### src/rtl/nnPkg.sv
package nnPkg;

	typedef logic signed [23:0] dataT;   // signed fixed-point word
	typedef logic [7:0] actT;            // activation output
	typedef logic [1:0] classIdxT;

	localparam int numInputs = 15;
	localparam int numHidden = 4;
	localparam int numClasses = 3;
	localparam int satLimit = 4096;   // sums above this give 255

	typedef struct packed
	{
		logic valid;
		classIdxT classIdx;
		actT [numClasses-1:0] scores;
	} resultT;

	// one row per hidden neuron, row 0 first
	localparam dataT [0:numHidden-1][0:numInputs-1] hiddenWeights = '{
		'{
			-4, 7, 13, 6, 2,
			25, 11, -12, -23, -22,
			6, -17, 17, -12, -8
		},
		'{
			9, -3, 21, -15, 4,
			-7, 18, 2, -11, 14,
			-19, 5, 8, 23, -6
		},
		'{
			-13, 16, -2, 10, -21,
			12, -5, 19, 3, -9,
			24, -14, 1, -18, 15
		},
		'{
			20, -10, 6, -24, 11,
			-1, -16, 22, 7, -20,
			3, 13, -8, 9, 17
		}
	};

	localparam dataT [0:numHidden-1] hiddenBias = '{3, -40, 128, 64};

	// inputs here are hidden activations, 0 to 255
	localparam dataT [0:numClasses-1][0:numHidden-1] outWeights = '{
		'{12, -7, 9, -3},
		'{-5, 14, -6, 11},
		'{8, 3, -12, 10}
	};

	localparam dataT [0:numClasses-1] outBias = '{16, -32, 48};

endpackage
### src/rtl/argMax.sv
module argMax import nnPkg::*;
#(
	parameter int numIn = numClasses
)
(
	input logic clk,
	input logic reset,
	input logic inValid,
	input actT [numIn-1:0] scores,
	output resultT result
);

	classIdxT bestIdx;
	actT bestScore;

	if (numIn != numClasses || numIn > 2 ** $bits(classIdxT))
	begin : gSizeCheck
		$error("argMax: numIn does not fit resultT");
	end

	always_comb
	begin
		bestIdx = '0;
		bestScore = scores[0];
		for (int i = 1; i < numIn; i++)
		begin
			if (scores[i] > bestScore)   // strict, so ties keep the lower index
			begin
				bestIdx = classIdxT'(i);
				bestScore = scores[i];
			end
		end
	end

	always_ff @(posedge clk)
	begin
		if (reset)
			result <= '0;
		else
		begin
			result.valid <= inValid;
			if (inValid)
			begin
				result.classIdx <= bestIdx;
				result.scores <= scores;
			end
		end
	end

	idxCheck: assert property (@(posedge clk) disable iff (reset)
		result.valid |-> result.classIdx < numIn)
		else $error("argMax: class index out of range");

endmodule

### config.mk
export PLATFORM = sky130hd
export DESIGN_NAME = argMax
export DESIGN_NICKNAME = d
export VERILOG_FILES = /design/src/rtl/nnPkg.sv /design/src/rtl/argMax.sv
export SDC_FILE = /design/constraint.sdc
export NUM_CORES = 1
export LEC_CHECK = 0
export BUFFER_PORTS_ARGS = -buffer_cell sky130_fd_sc_hd__buf_4
export CORE_MARGIN = 5
export CORE_UTILIZATION = 43
export CTS_CLUSTER_SIZE = 28
export DETAILED_ROUTE_END_ITERATION = 12
export HOLD_SLACK_MARGIN = 0.1
export PLACE_DENSITY = 0.76
export SKIP_LAST_GASP = 1
export SYNTH_ARGS = -nofsm -noshare
export SYNTH_HDL_FRONTEND = slang
export SYNTH_SLANG_ARGS = --single-unit
### constraint.sdc
create_clock -name clk -period 3 [get_ports clk]
set_clock_uncertainty 0.2 [all_clocks]
set_input_delay 0.6 -clock clk [delete_from_list [all_inputs] [get_ports clk]]
set_output_delay 0.6 -clock clk [all_outputs]
set_load 0.005 [all_outputs]
==> flow_metrics.tcl <==
set metrics [dict create \
    clockBufferDepth 2 \
    rsz0062_at_grt "true" \
    vdd_drop_max_uv 189 \
    grt_pass1_wl_um 5590 \
    max_freq_mhz 338 \
    synthAdderAreaFrac_pct 14.0 \
    period_share_pct 98.6 \
    synthMuxAreaShare_pct 22.8 \
    synth_fp_nets 188 \
    die-area_um2 4570 \
    fin_area_um2 2070 \
    synth_compound_area_share_pct 8.34 \
    clk_pin_slew_ps 150 \
    via_per_inst 4.90 \
    final_nets 258 \
    crit_slowest_cell "ha_1" \
    port_buffers 53 \
    yosysMostFrequentCell "mux2i_1" \
    yosysTopAreaCell "dfxtp_1" \
    largest-register "result" \
    grt_max_degree 29 \
    max_slew_margin_pct 71.9 \
    drive_gt1_share_pct 41.6 \
    drt-total-wl_um 3630 \
    p_leak_nw 1.08 \
    initial_core_util_pct 43.4 \
    clockRootBuffer "clkbuf_4" \
    cts_tree "yes" \
    syn_area_um2 1430 \
    setup_tns_ps 0 \
    vias 1274 \
    yosys-top-cells-count "mux2i_1 (31), dfxtp_1 (27), nor2_1 (26), ha_1 (16), inv_1 (11)" \
    ant_nets 0 \
    crit_type "in2reg" \
    yosys.cell_types.count 26 \
    drt_iter0_drc 31 \
    overflow 0 \
    cp_common_cell "buf_4" \
    status "finished clean" \
    synth_top_family_by_area "multiplexers" \
    syn_area_per_cell_um2 9.83 \
    antenna_found_initial 0 \
    ys_seq_area_share_pct 37.9 \
    drv_slew 0 \
    synthFlopType "dfxtp_1" \
    synth_top_area_share_pct 37.9 \
    syn_inst 145 \
    stdcell_count 260 \
    regArea_um2 541 \
    synth_warnings 0 \
    place_inst 255 \
    first_pass_iters 4 \
    synth_xor_area_share_pct 0 \
    setup_viol 0 \
    drc_errors 0 \
    cp.arrival_ps 2990 \
    place_area_um2 1980 \
    wl_per_cell_um 14.0 \
    path_buf_inv 3 \
    die_x_um 67.6 \
    cp.required_ps 3030 \
    htree_levels 1 \
    critPathCaptureType "flip-flop" \
    hold_viol 0 \
    place.gp.congestion 0.851 \
    crit_fanout 5 \
    cts.sinks 27 \
    synthSimpleGateAreaFrac_pct 11.3 \
    async_flop_share_pct 0 \
    drv_cap 0 \
    period_minus_slack_ps 2960 \
    crit_family "compound AO/OA/AOI/OAI gates" \
    cts_buffers 3 \
    max_stage_delay_ps 270 \
    yosys-top-cells-area "dfxtp_1 (38%), mux2i_1 (22%), ha_1 (14%)" \
    worstMarginPinSlew_ps 422 \
    clk-insertion-delay-late_ps 300 \
    n_antenna_cell 0 \
    fill_cells 268 \
    post-dp-hpwl_um 2810 \
    largest_reg_flops 27 \
    hold_ws_ps 315 \
    hp-class "reg2reg" \
    grt_pass1_vias 1327 \
    cp_cell_sequence "buf_4, inv_1, ha_4, a211oi_2, nor2_1, o31ai_2, buf_4, mux2i_1, ha_1, nor2b_4, o211ai_1, a21oi_2, o22a_1, o41ai_2" \
    synth_edf_count 0 \
    core.rowCount 21 \
    critPathLaunchType "primary input" \
    area_delta_synth_final_pct 45.0 \
    core_um2 3280 \
    p_per_area_nw_per_um2 383 \
    multiInputGateArea_um2 857 \
    reg_top3 "result (27)" \
    die_h_um 67.6 \
    num_io_pins 54 \
    grt.total_usage_pct 15.8 \
    synth-seq-cells 27 \
]
## cells by family (layout without fill, tap and decap cells)
| group | Yosys count | after routing |
|---|---|---|
| AND/OR/NAND/NOR | 36 | 36 |
| flip-flops | 27 | 27 |
| AO/OA/AOI/OAI | 16 | 16 |
| adder cells (fa/ha/maj) | 16 | 16 |
| multiplexers | 32 | 32 |
| buffers and inverters | 18 | 87 |
## through the flow
step                setup WS, ps  util [%]  total power (W)
global placement            -176      60.2         0.000619
floorplan                  -23.6         -         0.000519
finish                      40.7      62.9         0.000791
CTS                         12.9      61.0         0.000788
global route                -100      62.9         0.000841
detailed placement          -329      60.2         0.000630
## worst paths after layout
kind	startpoint	end	slack, ps	depth (start not counted)
worst min register to register	result[13]$_SDFFE_PP0P_	result[13]$_SDFFE_PP0P_	320	2
worst max-delay path	scores[5]	result[24]$_SDFFE_PP0P_	40	14
worst max register to register	result[10]$_SDFFE_PP0P_	result[10]$_SDFFE_PP0P_	2130	2
worst min-delay path	result[13]$_SDFFE_PP0P_	result[13]$_SDFFE_PP0P_	320	2
## area by class of cell
cell class	count	area share (%)
Timing Repair Buffer	72	26.2
Multi-Input combinational cell	100	41.5
Tap cell	46	2.79
Clock buffer	4	1.27
Sequential cell	27	26.2
Inverter	11	2.12
## what timing repair did
action / in CTS / in global routing
gates resized for setup: 0 / 10
setup endpoints to repair: 0 / 2
buffers inserted: 0 / 1
hold buffers: 0 / 0
## tightest hold or removal path: stages (launching register included)
cell and delay, ps:
dfxtp_1 350, mux2i_1 70, nor2_1 70
## report_power, final
part | leakage (nW) | switching, W | internal, W | total, W
Combinational | 0.838 | 0.000107 | 0.000137 | 0.000244
Sequential | 0.223 | 0.0000122 | 0.000381 | 0.000393
Clock | 0.0150 | 0.000102 | 0.0000518 | 0.000154
## routing by layer
metal  wire length, µm  share of wire (%)  global-route usage, %  vias to the layer above
met5                 0                  0                      0                        -
met4                53                1.5                   5.82                        0
met3               178                4.9                   2.50                        4
met2              1920                 53                   29.8                       30
met1              1480                 41                   17.6                      599
li1                  -                  -                      -                      641
## placed cells by master (no fill, tap or decap), types with 2 or more instances in the layout
master and n:
ha_4 2, buf_4 72, a21oi_2 3, clkbuf_4 3, ha_1 13, nor2_1 26, dfxtp_1 27, nor2b_4 2
a21oi_1 4, inv_1 10, mux2i_1 31, nand4_1 4, nand2_1 2
Power figures use the tool's default switching activity.
